## src/common/bridge_settings.svh

```systemverilog
`ifndef BRIDGE_SETTINGS_SVH
`define BRIDGE_SETTINGS_SVH

// Link and dbio widths
`define BYTE_W 8
`define ADDR_W 12
`define DATA_W 64
`define LEN_W 16
`define LANE_W 4

// Send FIFO holds 2**FIFO_DEPTH_LOG2 bytes
`define FIFO_DEPTH_LOG2 4

// Timeout in tick1k periods
`define TIMEOUT_MS 1000

// Protocol bytes
`define SYNC_BYTE 8'h55
`define ACK_BYTE 8'h00

`endif

```

## src/common/ftdiPkg.sv

```systemverilog
`default_nettype none
`include "bridge_settings.svh"

package ftdiPkg;

  typedef logic [`BYTE_W-1:0] linkByte_t;

  // Inputs from the FIFO chip
  typedef struct packed {
    linkByte_t dataIn;
    logic      rxFull;
    logic      txEmpty;
  } ftdiIn_t;

  typedef struct packed {
    linkByte_t dataOut;
    logic      dataOe;
    logic      rd;
    logic      wr;
  } ftdiOut_t;

endpackage

`default_nettype wire

```

## src/common/dbioPkg.sv

```systemverilog
`default_nettype none
`include "bridge_settings.svh"

package dbioPkg;

  typedef enum logic [3:0] {
    cmdRead  = 4'h8,
    cmdWrite = 4'hC
  } cmdCode_e;

  // Control word arrives as two bytes, decoded as code and address
  typedef union packed {
    struct packed {
      ftdiPkg::linkByte_t hi;
      ftdiPkg::linkByte_t lo;
    } bytes;
    struct packed {
      cmdCode_e                code;
      logic [`ADDR_W-1:0]      addr;
    } fields;
  } ctrlWord_u;

  typedef struct packed {
    logic [`ADDR_W-1:0] addr;
    logic [`DATA_W-1:0] mosi;
    logic [`LANE_W-1:0] mosiIdx;
    logic [`LANE_W-1:0] misoIdx;
    logic [`LEN_W-1:0]  dataLen;
    logic               dataLenNz;
    logic               mosi1st;
    logic               miso1st;
    logic               mosiStrobe;
  } dbioPort_t;

  typedef struct packed {
    logic               mosiStart;
    logic               mosiWrite;
    logic               misoLoad;
    logic               misoShift;
    ftdiPkg::linkByte_t rxByte;
    logic [`ADDR_W-1:0] addr;
    logic [`LEN_W-1:0]  dataLen;
    logic               dataLenNz;
    logic               miso1st;
  } bufCmd_t;

endpackage

`default_nettype wire

```

## src/ftdi/ftdiLink.sv

```systemverilog
`timescale 1ns/1ps
`default_nettype none

module ftdiLink (
  input  logic               clkH,
  input  logic               reset,
  input  ftdiPkg::ftdiIn_t   pins,
  output ftdiPkg::ftdiOut_t  pinsOut,
  output logic               rxValid,
  output ftdiPkg::linkByte_t rxByte,
  input  ftdiPkg::linkByte_t fifoHead,
  input  logic               fifoHasData,
  output logic               fifoPop
);

  localparam int RecvA = 0;
  localparam int RecvB = 1;
  localparam int SendA = 2;
  localparam int SendB = 3;

  logic [3:0] state;
  logic [3:0] stateNext;
  logic rxFullQ;
  logic txEmptyQ;
  logic idle;
  ftdiPkg::linkByte_t rxData;

  always_ff @(posedge clkH) begin
    if (reset) begin
      rxFullQ  <= 1'b0;
      txEmptyQ <= 1'b0;
      state    <= '0;
    end else begin
      rxFullQ  <= pins.rxFull;
      txEmptyQ <= pins.txEmpty;
      state    <= stateNext;
    end
  end

  // Byte is taken during the rd cycle
  always_ff @(posedge clkH) begin
    if (state[RecvA]) begin
      rxData <= pins.dataIn;
    end
  end

  assign idle = ~|state;

  // Receive wins over send
  always_comb begin
    stateNext        = '0;
    stateNext[RecvA] = idle & rxFullQ;
    stateNext[RecvB] = state[RecvA];
    stateNext[SendA] = idle & ~rxFullQ & fifoHasData & txEmptyQ;
    stateNext[SendB] = state[SendA];
  end

  assign rxValid = state[RecvB];
  assign rxByte  = rxData;
  assign fifoPop = state[SendB];

  always_comb begin
    pinsOut.dataOut = fifoHead;
    pinsOut.dataOe  = state[SendA] | state[SendB];
    pinsOut.rd      = state[RecvA];
    pinsOut.wr      = state[SendB];
  end

endmodule

`default_nettype wire

```

## src/ftdi/sendFifo.sv

```systemverilog
`timescale 1ns/1ps
`default_nettype none

module sendFifo #(
  parameter int depthLog2 = 4
) (
  input  logic               clkH,
  input  logic               reset,
  input  logic               pushValid,
  input  ftdiPkg::linkByte_t pushByte,
  input  logic               pop,
  output ftdiPkg::linkByte_t head,
  output logic               hasData,
  output logic               hasSpace
);

  localparam int Depth = 1 << depthLog2;

  ftdiPkg::linkByte_t mem [Depth];
  logic [depthLog2-1:0] rdPtr;
  logic [depthLog2-1:0] wrPtr;
  logic [depthLog2:0]   count;
  logic doPush;
  logic doPop;

  assign doPush = pushValid & hasSpace;
  assign doPop  = pop & hasData;

  // Count never exceeds Depth, so the top bit means full
  assign hasData  = |count;
  assign hasSpace = ~count[depthLog2];
  assign head     = mem[rdPtr];

  always_ff @(posedge clkH) begin
    if (reset) begin
      rdPtr <= '0;
      wrPtr <= '0;
      count <= '0;
    end else begin
      if (doPush) begin
        wrPtr <= wrPtr + 1'b1;
      end
      if (doPop) begin
        rdPtr <= rdPtr + 1'b1;
      end
      case ({doPush, doPop})
        2'b10:   count <= count + 1'b1;
        2'b01:   count <= count - 1'b1;
        default: count <= count;
      endcase
    end
  end

  always_ff @(posedge clkH) begin
    if (doPush) begin
      mem[wrPtr] <= pushByte;
    end
  end

endmodule

`default_nettype wire

```

## src/logic/commandEngine.sv

```systemverilog
`timescale 1ns/1ps
`default_nettype none
`include "bridge_settings.svh"

module commandEngine (
  input  logic               clkH,
  input  logic               reset,
  input  logic               tick1k,
  input  logic               rxValid,
  input  ftdiPkg::linkByte_t rxByte,
  input  logic               hasSpace,
  output logic               pushValid,
  output ftdiPkg::linkByte_t pushByte,
  output dbioPkg::bufCmd_t   bufCmd,
  input  ftdiPkg::linkByte_t misoLow
);

  localparam int StSyncA    = 0;
  localparam int StSyncB    = 1;
  localparam int StHdrCtrl  = 2;
  localparam int StHdrLenLo = 3;
  localparam int StHdrLenHi = 4;
  localparam int StWrData   = 5;
  localparam int StWrAck    = 6;
  localparam int StRdStat   = 7;
  localparam int StRdData   = 8;
  localparam int StLen      = 9;

  localparam int ToW  = $clog2(`TIMEOUT_MS + 1);
  localparam int LenW = `LEN_W;

  logic [StLen-1:0] state;
  logic [StLen-1:0] stateNext;
  logic [ToW-1:0]   timeout;
  logic [LenW-1:0]  len;
  logic [LenW-1:0]  newLen;
  dbioPkg::ctrlWord_u ctrl;
  logic idle;
  logic toNz;
  logic lenNz;
  logic lenLast;
  logic newLenNz;
  logic hdrDone;
  logic isWrite;
  logic isRead;
  logic lenDec;

  assign idle     = ~|state;
  assign toNz     = |timeout;
  assign lenNz    = |len;
  assign lenLast  = len == LenW'(1);
  assign newLen   = {rxByte, len[`BYTE_W-1:0]};
  assign newLenNz = |newLen;
  assign hdrDone  = state[StHdrLenHi] & rxValid;
  assign isWrite  = ctrl.fields.code == dbioPkg::cmdWrite;
  assign isRead   = ctrl.fields.code == dbioPkg::cmdRead;

  // Unknown codes fall out of the header to idle
  always_comb begin
    stateNext             = '0;
    stateNext[StSyncA]    = idle & rxValid & (rxByte == `SYNC_BYTE);
    stateNext[StSyncB]    = state[StSyncA] | (state[StSyncB] & ~hasSpace);
    stateNext[StHdrCtrl]  = (idle & rxValid & rxByte[`BYTE_W-1]) |
                            (state[StHdrCtrl] & ~rxValid & toNz);
    stateNext[StHdrLenLo] = (state[StHdrCtrl] & rxValid) |
                            (state[StHdrLenLo] & ~rxValid & toNz);
    stateNext[StHdrLenHi] = (state[StHdrLenLo] & rxValid) |
                            (state[StHdrLenHi] & ~rxValid & toNz);
    stateNext[StWrData]   = (hdrDone & isWrite & newLenNz) |
                            (state[StWrData] & rxValid & ~lenLast) |
                            (state[StWrData] & ~rxValid & toNz);
    stateNext[StWrAck]    = (hdrDone & isWrite & ~newLenNz) |
                            (state[StWrData] & rxValid & lenLast) |
                            (state[StWrAck] & ~hasSpace);
    stateNext[StRdStat]   = (hdrDone & isRead) | (state[StRdStat] & ~hasSpace);
    stateNext[StRdData]   = (state[StRdStat] & hasSpace) | (state[StRdData] & lenNz);
  end

  assign lenDec = bufCmd.mosiWrite | bufCmd.misoShift;

  always_ff @(posedge clkH) begin
    if (reset) begin
      state   <= '0;
      timeout <= '0;
      len     <= '0;
    end else begin
      state <= stateNext;
      if (rxValid) begin
        timeout <= ToW'(`TIMEOUT_MS);
      end else if (tick1k & toNz) begin
        timeout <= timeout - 1'b1;
      end
      if (state[StHdrLenLo] & rxValid) begin
        len <= LenW'(rxByte);
      end else if (hdrDone) begin
        len <= newLen;
      end else if (lenDec) begin
        len <= len - LenW'(1);
      end
    end
  end

  // Control word, high byte first
  always_ff @(posedge clkH) begin
    if (idle & rxValid) begin
      ctrl.bytes.hi <= rxByte;
    end
    if (state[StHdrCtrl] & rxValid) begin
      ctrl.bytes.lo <= rxByte;
    end
  end

  always_comb begin
    pushValid = hasSpace & (state[StSyncB] | state[StWrAck] | state[StRdStat] |
                            (state[StRdData] & lenNz));
    if (state[StSyncB]) begin
      pushByte = `SYNC_BYTE;
    end else if (state[StRdData]) begin
      pushByte = misoLow;
    end else begin
      pushByte = `ACK_BYTE;
    end
  end

  always_comb begin
    bufCmd.mosiStart = hdrDone & isWrite;
    bufCmd.mosiWrite = state[StWrData] & rxValid;
    bufCmd.misoLoad  = hdrDone & isRead;
    bufCmd.misoShift = state[StRdData] & lenNz & hasSpace;
    bufCmd.rxByte    = rxByte;
    bufCmd.addr      = ctrl.fields.addr;
    bufCmd.dataLen   = newLen;
    bufCmd.dataLenNz = lenNz;
    bufCmd.miso1st   = state[StRdStat];
  end

endmodule

`default_nettype wire

```

## src/logic/dbioBuffer.sv

```systemverilog
`timescale 1ns/1ps
`default_nettype none
`include "bridge_settings.svh"

module dbioBuffer (
  input  logic                clkH,
  input  logic                reset,
  input  dbioPkg::bufCmd_t    bufCmd,
  input  logic [`DATA_W-1:0]  dbioMiso,
  output ftdiPkg::linkByte_t  misoLow,
  output dbioPkg::dbioPort_t  dbio
);

  logic [`ADDR_W-1:0] addr;
  logic [`LEN_W-1:0]  dataLen;
  logic [`DATA_W-1:0] mosi;
  logic [`DATA_W-1:0] miso;
  logic [`LANE_W-1:0] mosiIdx;
  logic [`LANE_W-1:0] misoIdx;
  logic mosi1st;
  logic mosiStrobe;

  always_ff @(posedge clkH) begin
    if (reset) begin
      mosiIdx    <= '0;
      misoIdx    <= '0;
      mosi1st    <= 1'b0;
      mosiStrobe <= 1'b0;
    end else begin
      mosi1st    <= bufCmd.mosiStart;
      mosiStrobe <= bufCmd.mosiWrite;
      if (bufCmd.mosiStart) begin
        mosiIdx <= '0;
      end else if (bufCmd.mosiWrite) begin
        mosiIdx <= mosiIdx + 1'b1;
      end
      if (bufCmd.misoLoad) begin
        misoIdx <= '0;
      end else if (bufCmd.misoShift) begin
        misoIdx <= misoIdx + 1'b1;
      end
    end
  end

  always_ff @(posedge clkH) begin
    if (bufCmd.mosiStart | bufCmd.misoLoad) begin
      addr    <= bufCmd.addr;
      dataLen <= bufCmd.dataLen;
    end
    // Lane index wraps after 8 bytes
    if (bufCmd.mosiWrite) begin
      mosi[mosiIdx[2:0]*`BYTE_W +: `BYTE_W] <= bufCmd.rxByte;
    end
    if (bufCmd.misoLoad) begin
      miso <= dbioMiso;
    end else if (bufCmd.misoShift) begin
      miso <= miso >> `BYTE_W;
    end
  end

  assign misoLow = miso[`BYTE_W-1:0];

  always_comb begin
    dbio.addr       = addr;
    dbio.mosi       = mosi;
    dbio.mosiIdx    = mosiIdx;
    dbio.misoIdx    = misoIdx;
    dbio.dataLen    = dataLen;
    dbio.dataLenNz  = bufCmd.dataLenNz;
    dbio.mosi1st    = mosi1st;
    dbio.miso1st    = bufCmd.miso1st;
    dbio.mosiStrobe = mosiStrobe;
  end

endmodule

`default_nettype wire

```

## src/logic/testBridgeFtdi.sv

```systemverilog
`timescale 1ns/1ps
`default_nettype none
`include "bridge_settings.svh"

module testBridgeFtdi (
  input  logic               clkH,
  input  logic               reset,
  input  logic               tick1k,
  input  ftdiPkg::ftdiIn_t   pins,
  output ftdiPkg::ftdiOut_t  pinsOut,
  input  logic [`DATA_W-1:0] dbioMiso,
  output dbioPkg::dbioPort_t dbio
);

  logic               rxValid;
  ftdiPkg::linkByte_t rxByte;
  logic               pushValid;
  ftdiPkg::linkByte_t pushByte;
  logic               fifoPop;
  ftdiPkg::linkByte_t fifoHead;
  logic               fifoHasData;
  logic               fifoHasSpace;
  ftdiPkg::linkByte_t misoLow;
  dbioPkg::bufCmd_t   bufCmd;

  ftdiLink i_ftdiLink (
    .clkH        (clkH),
    .reset       (reset),
    .pins        (pins),
    .pinsOut     (pinsOut),
    .rxValid     (rxValid),
    .rxByte      (rxByte),
    .fifoHead    (fifoHead),
    .fifoHasData (fifoHasData),
    .fifoPop     (fifoPop)
  );

  sendFifo #(
    .depthLog2 (`FIFO_DEPTH_LOG2)
  ) i_sendFifo (
    .clkH      (clkH),
    .reset     (reset),
    .pushValid (pushValid),
    .pushByte  (pushByte),
    .pop       (fifoPop),
    .head      (fifoHead),
    .hasData   (fifoHasData),
    .hasSpace  (fifoHasSpace)
  );

  commandEngine i_commandEngine (
    .clkH      (clkH),
    .reset     (reset),
    .tick1k    (tick1k),
    .rxValid   (rxValid),
    .rxByte    (rxByte),
    .hasSpace  (fifoHasSpace),
    .pushValid (pushValid),
    .pushByte  (pushByte),
    .bufCmd    (bufCmd),
    .misoLow   (misoLow)
  );

  dbioBuffer i_dbioBuffer (
    .clkH     (clkH),
    .reset    (reset),
    .bufCmd   (bufCmd),
    .dbioMiso (dbioMiso),
    .misoLow  (misoLow),
    .dbio     (dbio)
  );

endmodule

`default_nettype wire

```

## config.mk

```make
export PLATFORM = sky130hd
export DESIGN_NAME = testBridgeFtdi
export DESIGN_NICKNAME = d
export VERILOG_FILES = /design/src/common/ftdiPkg.sv /design/src/common/dbioPkg.sv /design/src/ftdi/ftdiLink.sv /design/src/ftdi/sendFifo.sv /design/src/logic/commandEngine.sv /design/src/logic/dbioBuffer.sv /design/src/logic/testBridgeFtdi.sv
export VERILOG_INCLUDE_DIRS = /design/src /design/src/common
export SDC_FILE = /design/constraint.sdc
export NUM_CORES = 1
export LEC_CHECK = 0
export ABC_AREA = 0
export BUFFER_PORTS_ARGS = -buffer_cell sky130_fd_sc_hd__buf_2
export CAP_MARGIN = 0
export CORE_UTILIZATION = 40
export CTS_CLUSTER_DIAMETER = 80
export DETAILED_ROUTE_END_ITERATION = 16
export PLACE_DENSITY = 0.69
export SYNTH_ARGS = -nofsm -noshare
export SYNTH_HDL_FRONTEND = slang
export SYNTH_SLANG_ARGS = --single-unit
```

## constraint.sdc

```tcl
create_clock -name clkH -period 4.9 [get_ports clkH]
set_clock_uncertainty 0.2 [all_clocks]
set_input_delay 0.98 -clock clkH [delete_from_list [all_inputs] [get_ports clkH]]
set_output_delay 0.98 -clock clkH [all_outputs]
set_load 0.05 [all_outputs]
```

# After elaboration in Yosys (flattened, before gate mapping)
# Memory sizes are Yosys's and may differ from the RTL's. A register that Yosys moved wholly into a read port is not among the register bits.
# Cells that the tools add are included.
word_totals:
  latch_bits: 0
  ramBits: 128
  elab_cells: 130
  register_bits: 244
  n_memories: 1
  out_inout_bits: 115
  rom_bits: 0
  in_bits: 77
mem_list:
  columns: ["memory", "words", "width", "read_ports", "rd_ports_with_merged_regs", "wr", "line_no", "rtl"]
  rows:
  - ["i_sendFifo.mem", 16, 8, 1, 1, 1, "sendFifo.sv:19", "ftdiPkg::linkByte_t mem [Depth];"]
op_classes:
  shifts: 2
  n_eq_ne: 7
  order_cmp: 0
  bitwise: 56
  mux: 15
  n_addsub: 9
  n_div: 0
  multipliers: 0
  n_reduce_logical: 18
ops:
  columns: ["operator", "count"]
  rows:
  - ["64-bit 2-to-1 mux", 2]
  - ["64-bit bitwise mux", 1]
  - ["8-bit by 34-bit variable shift with 64-bit output, first input constant", 1]
  - ["8-bit by 34-bit indexed part select with 64-bit output", 1]
  - ["1-bit AND", 35]
  - ["6-bit negator with 34-bit output", 1]
  - ["16-bit 2-to-1 mux", 2]
  - ["16-bit OR reduction", 2]
  - ["8-bit 2-to-1 mux", 3]
  - ["10-bit 2-to-1 mux", 2]
  - ["4-bit by 1-bit adder with 4-bit output, second input constant", 4]
  - ["16-bit by 1-bit equality test with 1-bit output, second input constant", 1]
  - ["1-bit bitwise OR", 16]
  - ["16-bit by 1-bit subtractor with 16-bit output, second input constant", 1]
  - ["5-bit one-hot mux with 2 select lines", 1]
  - ["2-bit nonzero test", 5]
  - ["10-bit OR reduction", 1]
  - ["10-bit by 1-bit subtractor with 10-bit output, second input constant", 1]
  - ["9-bit OR reduction", 1]
  - ["4-bit equality test, second input constant", 2]
  - ["8-bit by 7-bit equality test with 1-bit output, second input constant", 1]
  - ["4-bit 2-to-1 mux", 2]
  - ["2-bit OR reduction", 4]
  - ["5-bit by 1-bit adder with 5-bit output, second input constant", 1]
  - ["other kinds (10)", 16]

# Longest topological paths before layout
# Gate-level depths: netlist of run 1.
depth:
  depth_word: 7
  depth_mapped: 15
  mapped_depth_nobuf: 14

# Modules after synthesis
# From an unflattened synthesis of run 1, not the netlist that was laid out.
hier_totals:
  cells_unflattened: 1049
  hier_area_um2: 15797.7
modules_own_cells:
  columns: ["mod", "seq_area_each_um2", "cells_per_inst", "area_per_inst_um2", "instances"]
  rows:
  - ["dbioBuffer", 4884.7, 400, 6723.9, 1]
  - ["sendFifo", 4184.0, 295, 5734.2, 1]
  - ["commandEngine", 1181.1, 321, 2821.5, 1]
  - ["ftdiLink", 360.3, 33, 518.0, 1]

# Worst setup path before layout of run 1
# No wires, ideal clock.
synth_timing:
  path_kind: "register to register"
  start: "register i_commandEngine.state[4]"
  end: "register i_dbioBuffer.miso[0] (enable)"
  arrival_ps: 3128
  path_stages_with_launch: 7
  setup_ps: 424
  path_slack_ps: 1148
  n_path_buf: 1
  path_cell_list: "dfxtp_1 and2_1 nand3_1 inv_1 nand2b_1 clkbuf_1 nand2_1"
synth_between:
  elab_chain_cells: 3
synth_rtl:
  columns: ["element", "line_no", "rtl"]
  rows:
  - ["from (decl)", "commandEngine.sv:32", "logic [StLen-1:0] state;"]
  - ["from (signal assigned)", "commandEngine.sv:87", "state <= stateNext;"]
  - ["1-bit AND", "commandEngine.sv:54", "assign hdrDone = state[StHdrLenHi] & rxValid;"]
  - ["1-bit AND", "commandEngine.sv:128", "bufCmd.misoLoad = hdrDone & isRead;"]
  - ["2-bit nonzero test (no line)", null, null]
  - ["to (signal assigned)", "dbioBuffer.sv:55", "miso <= dbioMiso;"]
  - ["to (signal assigned)", "dbioBuffer.sv:57", "miso <= miso >> `BYTE_W;"]
  - ["to (decl)", "dbioBuffer.sv:17", "logic [`DATA_W-1:0] miso;"]
# Every way passes these cells.
# A chain may end at the register's enable or synchronous reset.

# Final worst setup path of run 1
layout_timing:
  start: "register i_commandEngine.len[0]"
  end: "register i_sendFifo.count[4]"
layout_between:
  elab_chain_cells: 7
  elab_cells_between_ends: 9
  classes_between: "2 x eq/ne; 1 x mux; 4 x bitwise; 2 x reduce/logical"
layout_rtl:
  columns: ["element", "line_no", "rtl"]
  rows:
  - ["from (decl)", "commandEngine.sv:35", "logic [LenW-1:0] len;"]
  - ["from (signal assigned)", "commandEngine.sv:94", "len <= LenW'(rxByte);"]
  - ["from (signal assigned)", "commandEngine.sv:96", "len <= newLen;"]
  - ["from (signal assigned)", "commandEngine.sv:98", "len <= len - LenW'(1);"]
  - ["16-bit OR reduction *", "commandEngine.sv:50", "assign lenNz = |len;"]
  - ["1-bit AND *", "commandEngine.sv:115", "(state[StRdData] & lenNz));"]
  - ["1-bit bitwise OR *", "commandEngine.sv:114", "pushValid = hasSpace & (state[StSyncB] | state[StWrAck] | state[StRdStat] |"]
  - ["1-bit AND *", "commandEngine.sv:114", null]
  - ["1-bit AND *", "sendFifo.sv:26", "assign doPush = pushValid & hasSpace;"]
  - ["2-bit by 1-bit equality test with 1-bit output / 2-bit equality test (equally long branches)", "sendFifo.sv:46", "case ({doPush, doPop})"]
  - ["5-bit one-hot mux with 2 select lines / 2-bit nonzero test (equally long branches)", null, null]
  - ["to (signal assigned)", "sendFifo.sv:47", "2'b10: count <= count + 1'b1;"]
  - ["to (signal assigned)", "sendFifo.sv:48", "2'b01: count <= count - 1'b1;"]
  - ["to (signal assigned)", "sendFifo.sv:49", "default: count <= count;"]
  - ["to (decl)", "sendFifo.sv:22", "logic [depthLog2:0] count;"]
# Mark *: on every way between the ends. The rest lies on a longest branch, timed or not.

==> flow_metrics.py, run 1 <==
metrics = {
    "timing": {
        "worst_pin_slew_ns": 1.28,
        "hold_viol": 0,
        "slew_headroom_pct": 14.0,
        "final-setup-viol-count": 0,
        "fmax_mhz": 252,
        "fin_crit_sh_pct": 81.0,
        "drv_slew": 0,
        "rsz0062_at_grt": "false",
        "timing.final.crit_period_ns": 3.97,
        "fin_setup_tns_ns": 0,
    },
    "critical_path": {
        "path_max_fanout": 9,
        "critPathLaunchType": "flip-flop",
        "critical_path_class": "flip-flop to flip-flop",
        "worstSetupEndpoint": "i_sendFifo.count[4]$_SDFFE_PP0P_",
        "end_kind": "flip-flop",
        "critPathRequiredTime_ns": 5.14,
        "cp_slowest_stage_delay_ns": 0.68,
        "r2r_setup_slack_ns": 0.93,
        "reg2reg_depth": 14,
        "worstReg2RegStart": "i_commandEngine.len[0]$_SDFFE_PP0P_",
        "critPathArrivalTime_ns": 4.21,
        "crit_start": "i_commandEngine.len[0]$_SDFFE_PP0P_",
        "cpMostUsedCell": "ha_1",
        "r2r-end": "i_sendFifo.count[4]$_SDFFE_PP0P_",
        "crit_chain": "inv_1 -> ha_1 -> or4b_2 -> nor3_1 -> a21oi_1 -> inv_1 -> ha_1 -> xor2_1 -> ha_1 -> a21o_1 -> o21ai_0 -> nand3b_1 -> a31oi_1 -> mux2_2",
        "critPathSlowestCell": "or4b_2",
    },
    "layout": {
        "final_cells": 1815,
        "area_growth_pct": 18.9,
        "final_cell_area_mm2": 0.0181,
        "drive_above_1_share_pct": 25.0,
        "nets": 1364,
        "final_util_pct": 48.2,
    },
    "die": {
        "dieArea_mm2": 0.0387,
        "die_y_um": 197,
        "initial_utilization_pct": 40.5,
        "fp-row-count": 71,
        "die_w_um": 197,
        "core_area_mm2": 0.0375,
        "io_pins": 192,
    },
    "clock_tree": {
        "cts_resized": 0,
        "cts_tree": "done",
        "post-cts-setup-buffer-count": 0,
        "cts_buffer_depth": 3,
        "postCtsHoldBufs": 0,
        "h-tree-depth": 2,
        "cts_root_buf": "clkbuf_16",
        "cts_sinks": 376,
        "numCtsBuffers": 41,
        "clock_latency_ns": 0.58,
        "clkTransAtPathRegs_ns": 0.06,
    },
    "power": {
        "peakVddDrop_uv": 236,
        "power.density_mw_per_mm2": 386,
        "combPwrFrac_pct": 3.8,
        "p_switching_uw": 1460,
        "pwr-share-clk_pct": 46.2,
        "seqPwrFrac_pct": 50.0,
        "p_total_uw": 6970,
        "p_int_uw": 5510,
        "leakage_uw": 0.00673,
        "swShare_pct": 20.9,
    },
    "placement": {
        "place_area_mm2": 0.0166,
        "io_buffers": 191,
        "placedCellCount": 1739,
        "gp_routability_congestion": 0.877,
        "dp_hpwl_um": 21100,
    },
    "global_route": {
        "grt_max_degree": 69,
        "grt_pass1_wl_um": 51200,
        "grt_pass1_vias": 9101,
        "grt-ovfl-total": 0,
        "grt_usage_pct": 17.4,
        "antenna_found_initial": 3,
    },
    "drt": {
        "ant_nets": 0,
        "routed_wl_um": 33700,
        "first_iter_violations": 533,
        "firstDrtPassIters": 6,
        "wire_per_inst_um": 18.6,
        "vias_per_cell": 5.05,
        "drc": 0,
        "via_count": 9162,
    },
    "logic_synthesis": {
        "ys.flop_type": "edfxtp_1",
        "synth-edff-count": 308,
        "netlist_instances": 1086,
        "yosysTopAreaCell": "edfxtp_1",
        "yosys.area.top_type_share_pct": 60.9,
        "syn_area_per_cell_um2": 14.0,
        "synth_area_leaders": "edfxtp_1, dfxtp_1, mux4_2, nand2_1, and2_1",
        "ys.warnings.count": 0,
        "yosysUniqueCellTypes": 64,
        "yosys_register_bits": 376,
        "syn-cell-area_mm2": 0.0152,
        "async_reset_ff_share_pct": 0,
        "ys_seq_area_share_pct": 69.9,
        "synth_nets": 1179,
    },
    "hold_path": {
        "hp-class": "flip-flop to flip-flop",
    },
    "run": {
        "max_cap_violations": 0,
    },
    "status": {
        "outcome": "completed",
    },
}
worst max-delay path: cells and delay by family (launching register included):
kind                     cells  cell delay (ns)
AND/OR/NAND/NOR              3             1.02
XOR/XNOR                     1             0.12
multiplexers                 1             0.35
AO/OA/AOI/OAI                4             0.76
buffers and inverters        2             0.25
flip-flops                   1             0.35
adder cells (fa/ha/maj)      3             0.81
layout by cell type (no fill, tap or decap), types with 11 or more instances in the layout:
cell,n
buf_2,191
nand2_1,195
dfxtp_1,67
inv_1,18
nor2_1,56
and2_1,73
and3_1,11
mux4_2,40
buf_4,13
o21ai_0,13
xor2_1,16
clkbuf_16,41
nor4_1,15
ha_1,16
nor3_1,24
edfxtp_1,308
a21oi_1,22
through the flow:
stage	setup slack (ns)	hold slack (ns)
finish	0.933	0.216
global route	0.639	0.224
CTS	0.897	0.218
detailed placement	1.01	0.205
global placement	1.15	0.201
floorplan	1.15	0.198
cell type report:
| class | count | area (um^2) |
|---|---|---|
| multi-input combinational | 630 | 4270 |
| sequential | 376 | 10600 |
| antenna | 3 | 7.51 |
| fill | 3295 | 19400 |
| clock inverter | 21 | 332 |
| clock buffer | 52 | 1080 |
| timing repair buffer | 204 | 1050 |
| tap | 511 | 639 |
| inverter | 18 | 67.6 |
synthesized netlist by cell type, types with 5 or more instances:
library cell / number
nand2_1: 196
buf_1: 8
mux4_2: 40
xor2_1: 16
and2_1: 73
o21ai_0: 13
buf_4: 7
a31oi_1: 5
or4_1: 6
and3_1: 11
a21oi_1: 22
or3_1: 10
nor4_1: 15
edfxtp_1: 308
dfxtp_1: 68
o31ai_1: 5
clkbuf_1: 41
nand4_1: 6
a21o_1: 7
mux2i_1: 7
xnor2_1: 10
nor3b_1: 5
ha_1: 16
nand2b_1: 8
nor2_1: 57
inv_1: 18
nor3_1: 28
nor2b_1: 9
nand3b_1: 5
nand3_1: 9
buf_2: 5
per-layer routing:
layer	vias to the layer above	part of all wire (%)	routed length (um)	global-route usage, %
li1	4342	-	-	-
met1	4465	42	14300	22.2
met2	273	48	16300	28.4
met3	82	6.3	2120	4.71
met4	0	2.9	982	6.83
met5	-	0	0	0
kinds of logic after synthesis:
kind of cell | synth area share, %
buffers and inverters | 2.24
adder cells (fa/ha/maj) | 1.32
flip-flops | 69.9
AND/OR/NAND/NOR | 14.7
AO/OA/AOI/OAI | 3.84
XOR/XNOR | 1.50
multiplexers | 6.54
worst min-delay path by stage:
stage                                            from                        endpoint  depth (start not counted)
floorplan               i_ftdiLink.rxFullQ$_SDFF_PP0_  i_ftdiLink.state[2]$_SDFF_PP0_                          1
global placement    i_commandEngine.ctrl[7]$_DFFE_PP_  i_dbioBuffer.addr[7]$_DFFE_PP_                          0
detailed placement  i_commandEngine.ctrl[2]$_DFFE_PP_  i_dbioBuffer.addr[2]$_DFFE_PP_                          0
CTS                 i_commandEngine.ctrl[2]$_DFFE_PP_  i_dbioBuffer.addr[2]$_DFFE_PP_                          0
global route        i_commandEngine.ctrl[6]$_DFFE_PP_  i_dbioBuffer.addr[6]$_DFFE_PP_                          0
finish              i_commandEngine.ctrl[2]$_DFFE_PP_  i_dbioBuffer.addr[2]$_DFFE_PP_                          0
registers in the layout (all words and copies together), names as in the netlist, 9 cells and up, named ones only:
name                     count
i_sendFifo.mem             128
i_dbioBuffer.mosi           64
i_dbioBuffer.addr           12
i_commandEngine.state        9
i_commandEngine.len         16
i_dbioBuffer.miso           64
i_commandEngine.timeout     10
i_dbioBuffer.dataLen        16
i_commandEngine.ctrl        16
power by group through the flow:
stage / registers [uW] / logic (uW) / clock network [uW]
after global placement: 3550 / 254 / 0
after detailed placement: 3550 / 263 / 0
after floorplan: 3540 / 219 / 0
after global routing: 3490 / 296 / 3410
final: 3480 / 267 / 3220
after CTS: 3480 / 264 / 3290
(Power assumes the default switching activity.)
==> inputs of run 2 (changes only) <==
clock period = 3.9 ns   (was 4.9 ns; I/O delays follow)
==> flow_metrics.py, run 2 (same netlist as run 1, synthesis figures left out) <==
metrics = {
    "critical_path": {
        "end_kind": "output pin",
        "critPathRequiredTime_ns": 2.92,
        "cpMostUsedCell": "mux4_2",
        "reg2reg_depth": 14,
        "critPathLaunchType": "flip-flop",
        "crit_chain": "buf_4 -> mux4_2 -> mux4_2 -> buf_2",
        "worstSetupEndpoint": "pinsOut[6]",
        "critical_path_class": "flip-flop to output pin",
        "r2r_setup_slack_ns": 0.39,
        "critPathArrivalTime_ns": 2.54,
        "cp_slowest_stage_delay_ns": 0.57,
        "worstReg2RegStart": "i_commandEngine.len[0]$_SDFFE_PP0P_",
        "path_max_fanout": 20,
        "critPathSlowestCell": "mux4_2",
        "r2r-end": "i_sendFifo.count[4]$_SDFFE_PP0P_",
    },
    "drt": {
        "first_iter_violations": 645,
        "firstDrtPassIters": 5,
        "wire_per_inst_um": 18.1,
        "drc": 0,
        "ant_nets": 0,
        "routed_wl_um": 33300,
        "via_count": 9301,
        "vias_per_cell": 5.05,
    },
    "die": {
        "dieArea_mm2": 0.0387,
        "die_y_um": 197,
        "io_pins": 192,
        "core_area_mm2": 0.0375,
        "die_w_um": 197,
        "initial_utilization_pct": 40.5,
        "fp-row-count": 71,
    },
    "placement": {
        "place_area_mm2": 0.0168,
        "placedCellCount": 1762,
        "io_buffers": 191,
        "dp_hpwl_um": 21500,
        "gp_routability_congestion": 0.866,
    },
    "layout": {
        "drive_above_1_share_pct": 26.3,
        "largest_reg_flops": 128,
        "multiInputGateArea_mm2": 0.00426,
        "final_cells": 1842,
        "final_cell_mix": "edfxtp_1, nand2_1, buf_2",
        "regMostFlops": "i_sendFifo.mem",
        "final_cell_area_mm2": 0.0181,
        "layout_commonest_cell": "edfxtp_1",
        "area_growth_pct": 19.5,
        "final_util_pct": 48.4,
        "fillerInstances": 3303,
        "regArea_mm2": 0.0106,
        "nets": 1388,
    },
    "clock_tree": {
        "clock_latency_ns": 0.58,
        "post-cts-setup-buffer-count": 0,
        "numCtsBuffers": 42,
        "cts_sinks": 376,
        "clkTransAtPathRegs_ns": 0.06,
        "h-tree-depth": 2,
        "cts_tree": "done",
        "cts_root_buf": "clkbuf_16",
        "cts_buffer_depth": 3,
    },
    "timing": {
        "final-setup-viol-count": 0,
        "fin_setup_tns_ns": 0,
        "fmax_mhz": 284,
        "hold_slack_ns": 0.182,
        "drv_slew": 0,
        "hold_viol": 0,
        "fin_crit_sh_pct": 90.3,
        "timing.final.crit_period_ns": 3.52,
        "slew_headroom_pct": 46.1,
        "rsz0062_at_grt": "false",
        "worst_pin_slew_ns": 0.809,
    },
    "status": {
        "outcome": "completed",
    },
    "global_route": {
        "grt-ovfl-total": 0,
        "antenna_found_initial": 2,
        "grt_max_degree": 69,
        "grt_usage_pct": 17.2,
        "grt_pass1_wl_um": 50500,
        "grt_pass1_vias": 8918,
    },
    "hold_path": {
        "hp-class": "input pin to flip-flop",
    },
    "power": {
        "peakVddDrop_uv": 265,
        "power.density_mw_per_mm2": 471,
        "leakage_uw": 0.00681,
    },
    "run": {
        "max_cap_violations": 0,
    },
}
[run 2: cell count changes in the layout (fill, tap and decap cells not counted), sizes merged]
cell	delta
inv	+2
bufinv	-5
clkinv	+6
clkinvlp	+2
buf	+23
diode	-1
[run 2: how the worst min path moves through the flow]
stage / start / to / slack (ns) / cells after the start
after floorplan: i_ftdiLink.rxFullQ$_SDFF_PP0_ / i_ftdiLink.state[2]$_SDFF_PP0_ / 0.20 / 1
after global placement: i_commandEngine.ctrl[0]$_DFFE_PP_ / i_dbioBuffer.addr[0]$_DFFE_PP_ / 0.20 / 0
after detailed placement: i_commandEngine.ctrl[0]$_DFFE_PP_ / i_dbioBuffer.addr[0]$_DFFE_PP_ / 0.20 / 0
after CTS: pins[2] / i_ftdiLink.rxByte[0]$_DFFE_PP_ / 0.15 / 1
after global routing: pins[6] / i_ftdiLink.rxByte[4]$_DFFE_PP_ / 0.17 / 1
final: pins[2] / i_ftdiLink.rxByte[0]$_DFFE_PP_ / 0.18 / 1
[run 2: area by class of cell]
| type | instances | share of cell area [%] |
|---|---|---|
| antenna | 2 | 0.0276 |
| inverter | 18 | 0.372 |
| clock inverter | 26 | 1.27 |
| timing repair buffer | 227 | 6.76 |
| tap | 511 | 3.52 |
| clock buffer | 52 | 6.11 |
| multi-input combinational | 630 | 23.5 |
| sequential | 376 | 58.5 |
[run 2: power by group]
part           leakage, uW  internal (uW)  total (uW)  switching (uW)
clock network     0.000650           2180        3840            1650
logic              0.00276            154         333             179
registers          0.00340           4330        4380            49.2
[run 2: per-stage QoR]
step	worst slack (ns)	total power, uW
final	0.379	8550
after global routing	0.0511	8830
after CTS	0.323	8630
after detailed placement	0.341	4790
after global placement	0.488	4780
after floorplan	0.148	4720
[run 2: layer usage]
metal,track usage [%],share of wire (%),vias up
met3,4.53,6.4,71
met1,21.7,41,4558
met2,28.8,50,272
met5,0,0,-
li1,-,-,4400
met4,5.57,2.7,0
[run 2: worst max-delay path: cells and delay by family, from the launching register on]
| family | cells | cell delay, ns |
|---|---|---|
| buf+inv | 2 | 0.59 |
| flops | 1 | 0.33 |
| mux | 2 | 1.04 |
[run 2: repair_timing]
| item | in CTS | in global routing |
|---|---|---|
| resized for setup | 0 | 1 |
| setup endpoints to repair | 0 | 1 |
| hold buffers | 0 | 0 |
